[src/icache_cfg.svh]
`ifndef ICACHE_CFG_SVH
`define ICACHE_CFG_SVH

// cache geometry
`define ICACHE_SETS 64
`define LINE_WORDS 4

// fetch queue entries
`define FETCH_QUEUE_DEPTH 4

// first fetch address out of reset
`define RESET_PC 32'h0000_0000

`endif
[src/fetch_pkg.sv]
`default_nettype none

package fetch_pkg;

    typedef struct packed {
        logic        valid;
        logic [31:0] pc;
    } fetch_req_t;

    typedef struct packed {
        logic [31:0] pc;
        logic [31:0] inst0;   // word at pc
        logic [31:0] inst1;   // word at pc + 4
        logic        fault;   // refill saw pslverr
    } fetch_pair_t;

endpackage

`default_nettype wire

[src/pc_gen.sv]
`timescale 1ns/1ns
`default_nettype none

`include "icache_cfg.svh"

module pc_gen
    import fetch_pkg::*;
(
    input  logic        clk,
    input  logic        rst,
    input  logic        redirect_valid,
    input  logic [31:0] redirect_pc,
    input  logic        fault_seen,
    output fetch_req_t  req,
    input  logic        ready
);

    logic [31:0] pc;
    logic        running;
    logic        halted;   // set by a fault, cleared by redirect

    assign req.valid = running;
    assign req.pc    = pc;

    always_ff @(posedge clk)
    begin
        if (rst)
        begin
            pc      <= `RESET_PC;
            running <= 1'b0;
            halted  <= 1'b0;
        end
        else if (redirect_valid)
        begin
            pc      <= redirect_pc;
            running <= 1'b1;
            halted  <= 1'b0;
        end
        else
        begin
            halted  <= halted | fault_seen;
            running <= !halted && !fault_seen;
            if (req.valid && ready)
            begin
                pc <= pc + 32'd8;   // two instructions per fetch
            end
        end
    end

    pc_aligned: assert property (@(posedge clk) disable iff (rst) pc[1:0] == 2'b00);

endmodule

`default_nettype wire

[config.mk]
export PLATFORM = sky130hd
export DESIGN_NAME = pc_gen
export DESIGN_NICKNAME = d
export VERILOG_FILES = /design/src/fetch_pkg.sv /design/src/pc_gen.sv
export VERILOG_INCLUDE_DIRS = /design/src
export SDC_FILE = /design/constraint.sdc
export NUM_CORES = 1
export LEC_CHECK = 0
export ABC_AREA = 0
export BUFFER_PORTS_ARGS = -buffer_cell sky130_fd_sc_hd__buf_4
export CAP_MARGIN = 15
export CORE_MARGIN = 4
export CORE_UTILIZATION = 45
export DETAILED_ROUTE_END_ITERATION = 7
export PLACE_DENSITY = 0.72
export SLEW_MARGIN = 10
export SYNTH_ARGS = -nofsm -noshare
export SYNTH_HDL_FRONTEND = slang
export SYNTH_SLANG_ARGS = --single-unit
[constraint.sdc]
create_clock -name clk -period 2.7 [get_ports clk]
set_input_delay 0.135 -clock clk [delete_from_list [all_inputs] [get_ports clk]]
set_output_delay 0.135 -clock clk [all_outputs]
set_load 0.005 [all_outputs]
==> metrics, run 1 <==
Synth top area share=between 30% and 40%; Slew Limit Fails=0; top area cells in the synthesized netlist=dfxtp_1 36%, nor2_1 6.8%, a211oi_1 5.2%, xor2_1 4.7%, nand2_1 4.0%; Port Buffers=69; # IOs=70; Synth Register Bits=34; power per standard cell area=approximately 460 nW/um^2; vias in the first global route=1,805; CTS clk-pin slew, worst paths=70 ps; die area=5270 sq um; Clock Latency Late Sink=280 ps; Initial Utilization=46.6%; arrival time at the worst endpoint=2540 ps; row cnt=23; Required @ worst endpoint=approximately 2900 ps; setup TNS=0 ps; root buffer cell=clkbuf_8; post-synthesis sequential area ratio=36.2%; Worst Tran Pin Value=512 ps; die span in x=72.6 microns; Power Total=1.14 mW; Filler cells=between 300 and 400; Worst Hold Launch=redirect_pc[1]; Final min period=2380 ps; syn nets=274; fmax=421 MHz; FF-to-FF setup slack=320 ps; reg-to-reg endpoint=pc[26]; aggregate global routing overflow=0; final net count=336; htree depth=2; drt drc=0; sequential share of power=50.8%; outcome=completed; clock sinks=34; synth unique cells=38; Worst Hold Endpoint=pc[1]; largest net degree at the start of global routing=36; worst r2r src=pc[6]; Psw=~300 uW; critical path class=register to register; hold-critical path depth=3; DRT Wirelength=approximately 5.1 mm; first-pass GRT wire length=8.44 mm; Final Cycle Share=88.1%; async set-or-reset flop fraction in the synthesized netlist=0%; Mean Syn Cell Area=7.96 sq um; Slew HR=65.9%; Clk network pwr share=32.6%; Synth top cells by count=34 x dfxtp_1, 34 x nor2_1, 20 x nand2_1; initial antenna violation count=0; worst hold path class=input pin to register; Setup violations, final=0; Synth warnings=0; multi-input logic area=1100 sq um; starting DRC count in detailed routing=133; Crit Path Max Fanout=18; cell-internal power=around 840 uW; largest area contributor in the synthesized netlist=dfxtp_1; DR vias=roughly 2k; Logic pwr share=approximately 17%; wire length per cell=around 15 microns; Die Y=roughly 73 microns; Fin. Hold Viols=0; CTS tree=built; Post-CTS Setup Bufs=0; drt via density=5.66; Pre-antenna DRT Iters=4; number of buffers created by CTS=5; post-synthesis cell count=236; worst r2r path cells=4; Leak=0.994 nW; cts hold-fix bufs=0; crit path launch type=register; peak supply drop=0.267 mV; CP endpoint kind=register; post-cts sizing count=0; worst-case clock buffer depth=2; routability cong.=0.797; P&R area growth vs syn=32.6%; Antenna Diode Count=0; mapped cell area=1880 sq um; number of flops mapped to enable cells by yosys=0; skew final=5.77 ps; sequential cell area=681 sq um; placed wire-length estimate=about 3.6 mm; GRT Total Usage=20.1%; Top FF cell, synth=dfxtp_1; share of layout cells above drive strength 1=27.3%; antenna-violating nets left=0; Max Cap Viol=0; RSZ-0062 raised after global routing=no; switch share=26.3%; CORE AREA=4030 sq um
## layout by cell type (no fill, tap or decap), types with 2 or more instances in the layout
cell type and count:
a311oi_1 7, o31ai_1 2, a211oi_1 13, or2_0 2, nor3_1 6, buf_4 72
dfxtp_1 34, inv_1 6, nor2b_1 3, and3_1 4, o21ai_0 4, a2111oi_1 2
xor2_1 10, or3_1 6, nor4b_1 3, xnor2_1 2, mux2i_1 4, a21oi_1 4
and4_1 6, nand3_1 14, nand2_1 20, nor4_1 7, clkbuf_8 6, a2111oi_0 7
nor2_1 34, nand4_1 9
## cell families after synthesis
group / count (synthesis) / synth area share (%)
flip-flops: 34 / 36.2
XOR/XNOR: 12 / 5.59
AND/OR/NAND/NOR: 121 / 33.8
adder cells (fa/ha/maj): 1 / 0.666
AO/OA/AOI/OAI: 41 / 16.6
multiplexers: 4 / 2.13
buffers and inverters: 23 / 5.06
## power by group through the flow
stage	logic (mW)	clock network, mW	registers, mW
after floorplan	0.0840	0	0.584
after global placement	0.190	0	0.587
after detailed placement	0.190	0	0.589
after CTS	0.191	0.380	0.578
after global routing	0.209	0.407	0.585
final	0.189	0.372	0.579
## per-layer routing
layer / vias to the layer above / part of all wire [%] / GRT usage [%]
met3: 7 / 6.8 / 6.47
met1: 902 / 48 / 27.3
met2: 55 / 44 / 30.5
met4: 0 / 0.88 / 5.94
met5: - / 0 / 0
li1: 999 / - / -
## cell type report
type	instances	area share, %
tap	50	2.51
inverter	6	0.904
multi-input combinational	179	44.3
timing repair buffer	72	21.7
sequential	34	27.3
clock buffer	6	3.31
## metrics by stage
step                hold WS (ps)  instance area (sq um)  cells  utilization (%)  worst slack, ps
detailed placement           386                   2410    341             59.8              364
global placement             369                   2410    341             59.8              442
floorplan                    280                   1880    236                -              695
CTS                         87.2                   2490    347             61.9              335
global route                99.8                   2490    347             61.9              146
finish                      91.8                   2490    347             61.9              322
## worst max-delay path: stages (launching register included)
cell and delay, ps:
dfxtp_1 470, nand4_2 170, or4_1 820, or3_1 460, a2111oi_1 330
## state kept, by name, indices dropped and copies added (netlist names)
| register | flops |
|---|---|
| pc | 32 |
| running | 1 |
| halted | 1 |
## worst max-delay path by stage
stage | startpoint | endpoint | slack [ps] | cells after the start
final | pc[6] | pc[26] | 320 | 4
after global placement | pc[6] | pc[28] | 440 | 4
after floorplan | pc[5] | pc[26] | 700 | 6
after global routing | running | pc[24] | 150 | 4
after detailed placement | running | pc[28] | 360 | 4
after CTS | pc[6] | pc[26] | 330 | 4
Note: power is estimated with default switching activity, not from simulation.
==> run 2, diff against run 1 <==
==> constraint.sdc (replaced) <==
create_clock -name clk -period 2.7 [get_ports clk]
set_input_delay 0.405 -clock clk [delete_from_list [all_inputs] [get_ports clk]]
set_output_delay 0.405 -clock clk [all_outputs]
set_load 0.005 [all_outputs]
==> metrics, run 2 (synthesis results as in run 1) <==
outcome=completed (unchanged); Slew Limit Fails=0 (unchanged); max FFs per register=32 (unchanged); row cnt=23 (unchanged); setup TNS=0 ps (unchanged); Final min period=2270 ps (was 2380 ps); switch share=26.1% (was 26.3%); share of layout cells above drive strength 1=27.1% (was 27.3%); worst hold path class=input pin to register (unchanged); Filler cells=403 (was 390); power per standard cell area=446 nW/um^2 (was 457 nW/um^2); antenna-violating nets left=0 (unchanged); post-cts sizing count=0 (unchanged); Crit Path Max Fanout=13 (was 18); initial antenna violation count=0 (unchanged); Slew HR=52.4% (was 65.9%); critical path's largest stage delay=760 ps (was 820 ps); crit path launch type=register (unchanged); Hold WS=358 ps (was 91.8 ps); Post-CTS Setup Bufs=0 (unchanged); clock sinks=34 (unchanged); Worst Hold Launch=redirect_pc[0] (was redirect_pc[1]); CTS tree=built (unchanged); aggregate global routing overflow=0 (unchanged); vias in the first global route=1,742 (was 1,805); CORE AREA=4030 sq um (unchanged); Initial Utilization=46.6% (unchanged); placed cell count=342 (was 341); critical path's slowest cell=or4_1 (unchanged); CP Cell Sequence=nand4_2 -> or4_1 -> or3_1 -> a2111oi_1 (unchanged); die span in x=72.6 microns (unchanged); worst-case clock buffer depth=2 (unchanged); critical path class=register to register (unchanged); Max Cap Viol=0 (unchanged); Final Cycle Share=84.0% (was 88.1%); Power Total=1.11 mW (was 1.14 mW); fin cells=349 (was 347); sequential share of power=52.1% (was 50.8%); starting DRC count in detailed routing=167 (was 133); Antenna Diode Count=0 (unchanged); GRT Total Usage=19.2% (was 20.1%); final net count=337 (was 336); # IOs=70 (unchanged); drt drc=0 (unchanged); first-pass GRT wire length=8.09 mm (was 8.44 mm); skew final=7.14 ps (was 5.77 ps); Setup violations, final=0 (unchanged); Fin. Hold Viols=0 (unchanged); placed wire-length estimate=3.60 mm (about the same); CTS clk-pin slew, worst paths=70 ps (about the same); largest net degree at the start of global routing=36 (unchanged); Worst Tran Pin Value=713 ps (was 512 ps); CP endpoint kind=register (unchanged); number of buffers created by CTS=5 (unchanged); Required @ worst endpoint=2870 ps (about the same); arrival time at the worst endpoint=2440 ps (was 2540 ps); RSZ-0062 raised after global routing=no (unchanged); Logic pwr share=16.9% (was 16.6%); final instance area=2490 sq um (about the same); Pre-antenna DRT Iters=4 (unchanged); Clk network pwr share=31.0% (was 32.6%); Die Y=72.6 microns (unchanged); die area=5270 sq um (unchanged); wire length per cell=14.4 microns (was 14.7 microns); most common cell after layout, fill and taps aside=buf_4 (unchanged); fmax=441 MHz (was 421 MHz); cts hold-fix bufs=0 (unchanged); routability cong.=0.803 (was 0.797); largest registers=pc: 32 flops, halted: 1 flops, running: 1 flops (unchanged); Top reg by flops=pc (unchanged); Psw=290 uW (was 299 uW); worst r2r src=pc[7] (was pc[6]); cell-internal power=822 uW (was 841 uW); DRT Wirelength=5.02 mm (was 5.12 mm); Crit. Startpoint=pc[7] (was pc[6]); P&R area growth vs syn=32.7% (was 32.6%); DR vias=1,935 (was 1,963); Placed Area=2420 sq um (was 2410 sq um); Port Buffers=69 (unchanged); drt via density=5.54 (was 5.66); htree depth=2 (unchanged); Clock Latency Late Sink=280 ps (about the same); most frequent cells in the layout=73 x buf_4, 34 x nor2_1, 34 x dfxtp_1, 20 x nand2_1, 14 x nand3_1 (was 72 x buf_4, 34 x nor2_1, 34 x dfxtp_1, 20 x nand2_1, 14 x nand3_1); Leak=0.993 nW (was 0.994 nW); peak supply drop=0.385 mV (was 0.267 mV); root buffer cell=clkbuf_8 (unchanged)
[run 2: changes by cell type in the layout (fill, tap and decap cells not counted), sizes merged]
cell | before | now
clkbuf | 6 | 7
buf | 72 | 73
[run 2: power groups by stage]
stage | Clock (mW) | Combinational, mW | Sequential (mW)
2_1_floorplan | 0 | 0.0840 | 0.584
3_3_place_gp | 0 | 0.188 | 0.588
3_5_place_dp | 0 | 0.189 | 0.589
4_1_cts | 0.353 | 0.190 | 0.578
5_1_grt | 0.379 | 0.208 | 0.586
6_report | 0.345 | 0.187 | 0.579
[run 2: worst max-delay path: cells and delay by family, from the launching register on]
family / cells / cell delay, ps
DFF: 1 / 440
AOI/OAI and AO/OA: 1 / 340
and+or+nand+nor: 3 / 1360
[run 2: cell type report]
cell class              instances  area [sq um]  share of cell area, %
multi-input cells             179          1100                   44.3
flip-flops and latches         34           681                   27.3
repair buffers                 73           548                   22.0
clock buffers                   7          76.3                   3.06
well taps                      50          62.6                   2.51
inverters                       6          22.5                  0.903
[run 2: path summary, 6_finish.rpt]
path         cells after the start  slack [ps]  endpoint
max                              4         430    pc[28]
min                              3         360     pc[0]
min reg2reg                      2         490     pc[0]
max reg2reg                      4         430    pc[28]
[run 2: per-stage QoR]
step | setup slack (ps) | utilization, %
final | 431 | 61.9
after global routing | 246 | 61.9
after CTS | 401 | 61.9
after detailed placement | 369 | 60.0
after global placement | 455 | 60.0
after floorplan | 695 | -
[run 2: routing by layer]
layer | vias to the layer above | GRT usage, % | share of wire, %
met3 | 6 | 5.23 | 7.2
li1 | 998 | - | -
met5 | - | 0 | 0
met1 | 882 | 26.0 | 47
met4 | 0 | 5.53 | 0.86
met2 | 49 | 30.1 | 45
