$ cat src/icache_cfg.svh
`ifndef ICACHE_CFG_SVH
`define ICACHE_CFG_SVH

// cache geometry
`define ICACHE_SETS 64
`define LINE_WORDS 4

// fetch queue entries
`define FETCH_QUEUE_DEPTH 4

// first fetch address out of reset
`define RESET_PC 32'h0000_0000

`endif
$ cat src/fetch_pkg.sv
`default_nettype none

package fetch_pkg;

    typedef struct packed {
        logic        valid;
        logic [31:0] pc;
    } fetch_req_t;

    typedef struct packed {
        logic [31:0] pc;
        logic [31:0] inst0;   // word at pc
        logic [31:0] inst1;   // word at pc + 4
        logic        fault;   // refill saw pslverr
    } fetch_pair_t;

endpackage

`default_nettype wire

$ cat src/fetch_queue.sv
`timescale 1ns/1ns
`default_nettype none

`include "icache_cfg.svh"

module fetch_queue
    import fetch_pkg::*;
#(
    parameter int  DEPTH = `FETCH_QUEUE_DEPTH,
    parameter type T     = fetch_pair_t
)
(
    input  logic clk,
    input  logic rst,
    input  logic flush,
    input  T     in_data,
    input  logic push,
    output logic full,
    output T     out_data,
    output logic out_valid,
    input  logic out_ready
);

    localparam int PTR_W = $clog2(DEPTH);

    function automatic logic [PTR_W-1:0] next_ptr(input logic [PTR_W-1:0] p);
        return (p == PTR_W'(DEPTH - 1)) ? '0 : p + 1'b1;
    endfunction

    T               mem [DEPTH];
    logic [PTR_W-1:0] wr_ptr;
    logic [PTR_W-1:0] rd_ptr;
    logic [PTR_W:0]   count;
    logic [PTR_W:0]   count_next;
    logic             pop;

    assign pop      = out_valid && out_ready;
    assign out_data = mem[rd_ptr];

    always_comb
    begin
        count_next = count;
        if (push)
        begin
            count_next = count_next + 1'b1;
        end
        if (pop)
        begin
            count_next = count_next - 1'b1;
        end
    end

    always_ff @(posedge clk)
    begin
        if (rst || flush)
        begin
            wr_ptr    <= '0;
            rd_ptr    <= '0;
            count     <= '0;
            out_valid <= 1'b0;
            full      <= 1'b0;
        end
        else
        begin
            count     <= count_next;
            out_valid <= count_next != '0;
            full      <= count_next == (PTR_W+1)'(DEPTH);
            if (push)
            begin
                wr_ptr <= next_ptr(wr_ptr);
            end
            if (pop)
            begin
                rd_ptr <= next_ptr(rd_ptr);
            end
        end
    end

    always_ff @(posedge clk)
    begin
        if (push)
        begin
            mem[wr_ptr] <= in_data;
        end
    end

    no_push_when_full: assert property (@(posedge clk) disable iff (rst) !(push && full));

endmodule

`default_nettype wire

$ cat config.mk
export PLATFORM = sky130hd
export DESIGN_NAME = fetch_queue
export DESIGN_NICKNAME = d
export VERILOG_FILES = /design/src/fetch_pkg.sv /design/src/fetch_queue.sv
export VERILOG_INCLUDE_DIRS = /design/src
export SDC_FILE = /design/constraint.sdc
export NUM_CORES = 1
export LEC_CHECK = 0
export BUFFER_PORTS_ARGS = -buffer_cell sky130_fd_sc_hd__buf_2
export CORE_MARGIN = 2
export CORE_UTILIZATION = 50
export CTS_CLUSTER_SIZE = 8
export DETAILED_ROUTE_END_ITERATION = 8
export GPL_TIMING_DRIVEN = 0
export HOLD_SLACK_MARGIN = 0.03
export PLACE_DENSITY = 0.74
export SYNTH_ARGS = -nofsm -noshare
export SYNTH_HDL_FRONTEND = slang
export SYNTH_SLANG_ARGS = --single-unit
$ cat constraint.sdc
create_clock -name clk -period 3.2 [get_ports clk]
set_input_delay 0.32 -clock clk [delete_from_list [all_inputs] [get_ports clk]]
set_output_delay 0.32 -clock clk [all_outputs]
set_load 0.05 [all_outputs]
==> results of run 1 <==
-- through the flow --
stage | power [mW] | hold WS [ps] | cells
global placement | 6.78 | 484 | 1144
floorplan | 6.54 | 419 | 561
finish | 11.8 | 97.8 | 1315
detailed placement | 6.80 | 499 | 1149
global route | 12.2 | 111 | 1315
CTS | 11.9 | 78.4 | 1315
-- kinds of logic (layout without fill, tap and decap cells) --
logic type                 count (synthesis)  after routing  synth area share
AOI/OAI and AO/OA                          5              5           0.00233
buffers and inverters                     27            397            0.0116
muxes                                    100            100             0.153
and+or+nand+nor                           19             19           0.00629
adders and majority gates                  7              7           0.00603
xor gates and xnor gates                   4              4           0.00336
DFF                                      399            399             0.818
-- metal layers --
| metal | GRT usage | wire (um) | vias to the layer above |
|---|---|---|---|
| met1 | 0.247 | 11500 | 3611 |
| met5 | 0 | 0 | - |
| met2 | 0.325 | 14500 | 265 |
| met4 | 0.0553 | 624 | 0 |
| li1 | - | - | 3122 |
| met3 | 0.0499 | 2050 | 54 |
-- final cells by class --
type	instances	area, um^2	share of cell area
Clock buffer	67	1440	0.0776
Buffer	24	158	0.00849
Sequential cell	399	11900	0.639
Clock inverter	2	25.0	0.00135
Timing Repair Buffer	301	2100	0.113
Multi-Input combinational cell	135	2490	0.134
Tap cell	384	480	0.0259
Inverter	3	11.3	0.000606
-- worst min-delay path by stage --
stage	start	endpoint	slack (ps)
floorplan	in_data[0]	mem[0][0]	420
global placement	rd_ptr[1]	rd_ptr[1]	480
detailed placement	rd_ptr[1]	rd_ptr[1]	500
CTS	out_ready	flip-flop	80
global route	out_ready	rd_ptr[1]	110
finish	out_ready	rd_ptr[1]	100
-- layout by cell type, fill, tap and decap left out, types with 5 or more instances in the layout --
master,count
ha_1,7
clkbuf_16,56
buf_2,211
dfxtp_1,11
edfxtp_1,388
nor2_1,5
mux4_2,97
dlygate4sd3_1,97
clkbuf_1,18
buf_16,5
-- sequential cells by signal, summed over array words and instances, names as in the netlist, named ones only --
register / flops
mem: 388
count: 3
rd_ptr: 2
wr_ptr: 2
full: 1
out_valid: 1
-- report_power, final --
group / total [mW] / internal (mW) / switching [mW]
Clock: 5.00 / 3.09 / 1.91
Combinational: 0.882 / 0.306 / 0.576
Sequential: 5.92 / 5.89 / 0.0326
Total: 11.8 / 9.28 / 2.52
-- critical path: stages (launching register included) --
cell	delay [ps]
dfxtp_1	300
buf_2	260
buf_2	320
buf_2	340
mux4_2	390
buf_2	240
==> results by group, run 1 <==
Clocking
  – CTS tree: done
  – Clock-pin transition on the worst setup and hold timing paths: 50 ps
  – Clock latency of the later-clocked register in the worst-skew pair: 550 ps
  – TritonCTS Sinks: 399
  – CTS Buf Count: 55
  – Post-CTS setup-driven buffer insertion count: 0
  – Clock Path Buffers: 3
  – Cell at the root of the clock tree: clkbuf_16
  – Number of resized instances in the post-cts repair step: 0
  – Number of H-tree levels: 2
  – Post-CTS Hold Buffers: 97

Finish
  – Number of nets in the finished design: 1,028
  – Layout Cell Area excl Fill: 18,600 um^2
  – Ratio of cells with drive above 1 in the final layout: 0.409
  – # diodes: 0
  – Count of filler cells inserted in the layout: 1,847
  – Utilization after layout: 0.649
  – Synth-to-Final Area Change: 28.0%

Timing
  – Worst-margin pin slew: 786 ps
  – Period Utilization, post-route: 0.850
  – Time the worst path needs with I/O delays and setup: 2720 ps
  – Setup_tns: 0 ps
  – Final count of hold timing violations: 0
  – Max_slew headroom: 0.476
  – Number of slew-limit violations in the final report: 0
  – Final worst slack: 480 ps
  – Fmax: 0.368 GHz
  – Unrepaired setup endpoints after global routing: false
  – Final Setup Violations: 0
  – Clock skew: 11.2 ps

Worst setup path
  – Launch point of the worst reg-to-reg path: wr_ptr[0]
  – Minimum setup slack among reg-to-reg paths: 1240 ps
  – Reg2reg end: mem[2][67]
  – Max FO, Critical Path: 10
  – Category of the critical setup timing path: flip-flop to output port
  – Critical Path Start Type: flip-flop
  – Capturing instance or port of the critical path: out_data[48]
  – Worst endpoint required time: 2880 ps
  – Worst setup EP type: output port
  – Arrival time of the worst setup path: 2400 ps
  – Register-to-Register Path Depth: 4

Drt
  – Detailed-route wire length per cell: 21.8 um
  – Residual DRC count: 0
  – Number of nets with antenna violations after detailed routing: 0
  – Count of vias placed by the detailed router: 7,052
  – Final wirelength: 28,700 um
  – Avg Vias per Cell: 5.36
  – 1st-pass router iterations: 5
  – Number of DRC violations after detailed-routing iteration 0: 455

Die
  – Width of the die: 174 um
  – I/O pin count: 201
  – Std-Cell Core Area: 28,600 um^2
  – # rows: 62
  – Vert. Die Dim: 174 um
  – Starting Density: 0.507
  – Die ar.: 30,400 um^2

Synthesis
  – Share of flip-flops with an asynchronous set or reset: 0
  – Synth Net Count: 670
  – Number of cells produced by synthesis: 561
  – Netlist area before placement: 14,500 um^2
  – Area share of the largest cell type after synthesis: 0.803
  – Sequential element share of the synthesized area: 0.818
  – Top-count cell post-synth: edfxtp_1
  – Syn. warnings: 0
  – Mean instance size in the synthesized netlist: 25.9 um^2
  – #FFs+latches synth: 399
  – Cell type with the highest aggregate area in the netlist: edfxtp_1
  – Post-synthesis cell type count: 23
  – Ranking of synthesized cells by area: edfxtp_1 80%, mux4_2 15%, dfxtp_1 1.5%
  – EDFF count, synth: 388
  – Most used standard cells in the synthesized netlist: 388 x edfxtp_1, 97 x mux4_2, 12 x buf_2
  – Primary flip-flop cell chosen by synthesis mapping: edfxtp_1

Place
  – Worst slack at placement: 1020 ps
  – Instance area at placement: 16,100 um^2
  – Weighted congestion at the end of routability-driven global placement: 0.706
  – Sum of net half-perimeters after detailed placement: 16,200 um
  – Port Buffers: 199

Min path
  – Hold Crit Depth: 3
  – Path category of the worst min-delay check: input pin to flip-flop

Run
  – Max Cap Viol: 0

GRT
  – Vias in the first global route: 7,675
  – Global router's overall resource usage: 0.192
  – Wire length of the first global-routing pass: 43,900 um
  – Number of antenna violations at the first check in global routing: 0
  – Remaining global-route overflow: 0
  – Pin count of the biggest net entering global routing: 55

Power
  – Max VDD drop: 459 uV
  – Leak Pwr: 6.37 nW
  – Power per cell area: 635 nW/um^2

Run status
  – Run status: completed
Note: power is estimated with default switching activity, not from simulation.
==> run 2: changes to the inputs <==
Settings changed: ABC_AREA from default to 1.
==> results by group, run 2 <==
Run status
  – Run status: completed

Place
  – Sum of net half-perimeters after detailed placement: 19,800 um (+23%)
  – Instance area at placement: 16,500 um^2 (+2.1%)
  – Worst slack at placement: 788 ps (-234 ps)
  – Weighted congestion at the end of routability-driven global placement: 0.759 (+7.6%)
  – Cells after DPL: 1,603 (+40%)
  – Port Buffers: 199 (unchanged)

Clocking
  – Post-CTS setup-driven buffer insertion count: 0 (unchanged)
  – Number of H-tree levels: 2 (unchanged)
  – Cell at the root of the clock tree: clkbuf_16
  – CTS Buf Count: 55 (unchanged)
  – Clock Path Buffers: 3 (unchanged)
  – Clock latency of the later-clocked register in the worst-skew pair: 550 ps (about the same)
  – CTS tree: done
  – Clock-pin transition on the worst setup and hold timing paths: 50 ps (about the same)
  – TritonCTS Sinks: 399 (unchanged)

Finish
  – Layout Cell Area excl Fill: 19,000 um^2 (+2.1%)
  – Synth-to-Final Area Change: 27.5%
  – Number of nets in the finished design: 1,476 (+44%)
  – Largest registers: mem x388, count x3
  – Commonest non-fill, non-tap cell in the layout: edfxtp_1
  – Final standard cell count with taps included and fillers excluded: 1,782 (+36%)
  – Top register by number of flip-flops: mem
  – Number of flip-flops under the largest register name: 388 (unchanged)
  – Ratio of cells with drive above 1 in the final layout: 0.219 (-0.191)
  – Commonest cells after routing, fill and taps aside: 388 x edfxtp_1, 219 x buf_2, 201 x nor2_1

Synthesis
  – Post-synthesis cell type count: 20 (-13%)
  – Adder-cell share of the synthesized area: 0.00589 (-0.000147)
  – Dominant combinational cell family by area after synthesis: compound AO/OA/AOI/OAI gates
  – Top-count cell post-synth: edfxtp_1
  – Mean instance size in the synthesized netlist: 14.7 um^2 (-43%)
  – Basic-gate share of the synthesized area counting and, or, nand and nor cells: 0.0590 (+0.0527)
  – Syn. warnings: 0 (unchanged)
  – Sequential element share of the synthesized area: 0.798 (-0.0199)
  – Number of cells produced by synthesis: 1,010 (+80%)
  – Portion of netlist area occupied by mux cells: 0 (-0.153)
  – #FFs+latches synth: 399 (unchanged)
  – Ranking of synthesized cells by area: edfxtp_1 78%, nor2_1 5.1%, o21ai_0 4.5%
  – XOR/XNOR share of the synthesized area: 0 (-0.00336)
  – Synth Net Count: 1,119 (+67%)
  – Primary flip-flop cell chosen by synthesis mapping: edfxtp_1
  – EDFF count, synth: 388 (unchanged)
  – Netlist area before placement: 14,900 um^2 (+2.5%)
  – Share of flip-flops with an asynchronous set or reset: 0 (unchanged)
  – Post-synthesis compound-gate area fraction: 0.108 (+0.106)
  – Most used standard cells in the synthesized netlist: 388 x edfxtp_1, 201 x nor2_1, 133 x o21ai_0
  – Cell type with the highest aggregate area in the netlist: edfxtp_1
  – Area share of the largest cell type after synthesis: 0.783 (-0.0195)

Min path
  – Path category of the worst min-delay check: input pin to flip-flop
  – Hold Startpoint: rst
  – Hold Crit Depth: 4 (+1)

Timing
  – Final Setup Violations: 0 (unchanged)
  – Clock skew: 20.0 ps (+8.76 ps)
  – Final count of hold timing violations: 0 (unchanged)
  – Period Utilization, post-route: 0.919 (+0.0689)
  – Time the worst path needs with I/O delays and setup: 2940 ps (+220 ps)
  – Worst-margin pin slew: 918 ps (+132 ps)
  – Max_slew headroom: 0.388 (-0.0879)
  – Final worst slack: 260 ps (-220 ps)
  – Fmax: 0.340 GHz (-7.5%)
  – Post-route worst hold slack: 153 ps (+55.7 ps)
  – Unrepaired setup endpoints after global routing: false
  – Number of slew-limit violations in the final report: 0 (unchanged)

Die
  – Starting Density: 0.505 (-0.00246)
  – # rows: 63 (+1.6%)
  – Vert. Die Dim: 177 um (+1.2%)
  – Std-Cell Core Area: 29,500 um^2 (+3.0%)
  – I/O pin count: 201 (unchanged)
  – Die ar.: 31,200 um^2 (+2.4%)
  – Width of the die: 177 um (+1.2%)

GRT
  – Remaining global-route overflow: 0 (unchanged)
  – Number of antenna violations at the first check in global routing: 3 (+3)
  – Pin count of the biggest net entering global routing: 75 (+36%)
  – Vias in the first global route: 9,816 (+28%)
  – Wire length of the first global-routing pass: 53,300 um (+21%)
  – Global router's overall resource usage: 0.226 (+0.0338)

Run
  – Max Cap Viol: 0 (unchanged)

Worst setup path
  – Category of cells accounting for the largest share of critical-path delay: buffers and inverters
  – Register-to-Register Path Depth: 5 (+1)
  – Worst setup EP type: output port
  – Master of the slowest instance on the critical path: dfxtp_1
  – Worst stage delay on the critical path: 490 ps (+100 ps)
  – Category of the critical setup timing path: flip-flop to output port
  – CP bufs+invs: 4 (unchanged)
  – Worst endpoint required time: 2880 ps (about the same)
  – Logic depth of the worst setup path including buffers: 6 (+1)
  – Critical Path Start Type: flip-flop
  – Launch point of the worst reg-to-reg path: wr_ptr[0]
  – Worst path cell trace: inv_2, buf_6, clkbuf_1, o21ai_1, o22ai_1, buf_2
  – Max FO, Critical Path: 10 (unchanged)
  – Arrival time of the worst setup path: 2620 ps (+220 ps)

Power
  – Max VDD drop: 486 uV (+5.8%)
  – Leak Pwr: 6.87 nW (+7.9%)
  – Power per cell area: 639 nW/um^2 (+0.60%)

Drt
  – Avg Vias per Cell: 5.49 (+2.4%)
  – 1st-pass router iterations: 5 (unchanged)
  – Number of nets with antenna violations after detailed routing: 0 (unchanged)
  – Residual DRC count: 0 (unchanged)
  – Detailed-route wire length per cell: 20.1 um (-8.0%)
  – Count of vias placed by the detailed router: 9,787 (+39%)
  – Number of DRC violations after detailed-routing iteration 0: 789 (+73%)
  – Final wirelength: 35,800 um (+25%)
==> run 2: changes by cell type after synthesis, moves of 4 or more <==
cell	previous run	this run
o21ai_1	0	63
nor2_1	5	201
inv_1	3	12
o21ai_0	0	133
o22ai_1	0	97
mux4_2	97	0
buf_8	4	0
nand2_1	4	20
buf_6	1	15
buf_2	12	20
clkbuf_1	7	25
==> run 2: layout make-up <==
type	count	area, um^2
sequential	399	11900
clock buffer	80	1510
timing repair buffer	300	2070
inverter	14	70.1
fill	2142	10500
buffer	63	378
antenna	2	5.00
tap	390	488
multi-input combinational	534	2570
==> run 2: worst register-to-register path, delay by kind of cell, from the launching register on <==
family | cells | cell delay, ps
fa+ha+maj | 1 | 140
buf+inv | 3 | 1120
flops | 1 | 350
simple gates | 1 | 80
==> run 2: metrics by stage <==
stage / TNS (ps) / utilization / power [mW]
2_1_floorplan: 0 / - / 6.66
4_1_cts: 0 / 0.643 / 12.2
3_5_place_dp: 0 / 0.559 / 6.99
6_report: 0 / 0.643 / 12.1
5_1_grt: 0 / 0.643 / 12.5
3_3_place_gp: -456380 / 0.555 / 6.97
==> run 2: kinds of logic after synthesis <==
family | Yosys count
adder cells (fa/ha/maj) | 7
AND/OR/NAND/NOR | 230
buffers and inverters | 77
AO/OA/AOI/OAI | 297
flip-flops | 399
==> run 2: timing repair <==
action / in CTS / in global routing
setup endpoints to repair: 0 / 0
endpoints found under the hold margin: 388 / 0
resized for setup: 0 / 0
hold buffers: 97 / 0
==> run 2: final timing paths <==
| kind | endpoint | slack [ps] |
|---|---|---|
| max | out_data[53] | 260 |
| min | wr_ptr[1] | 150 |
| max reg2reg | mem[2][32] | 1160 |
| min reg2reg | rd_ptr[1] | 510 |
==> run 2: metal layers <==
layer	global-route usage	part of all wire	wire, um
met1	0.295	0.41	14500
met2	0.388	0.50	18100
met3	0.0407	0.070	2500
met4	0.0665	0.020	717
met5	0	0	0
==> run 2: power by group <==
part           internal (mW)  total [mW]  switching (mW)
Combinational          0.296        1.06           0.760
Clock                   3.19        5.13            1.94
Sequential              5.90        5.94          0.0362
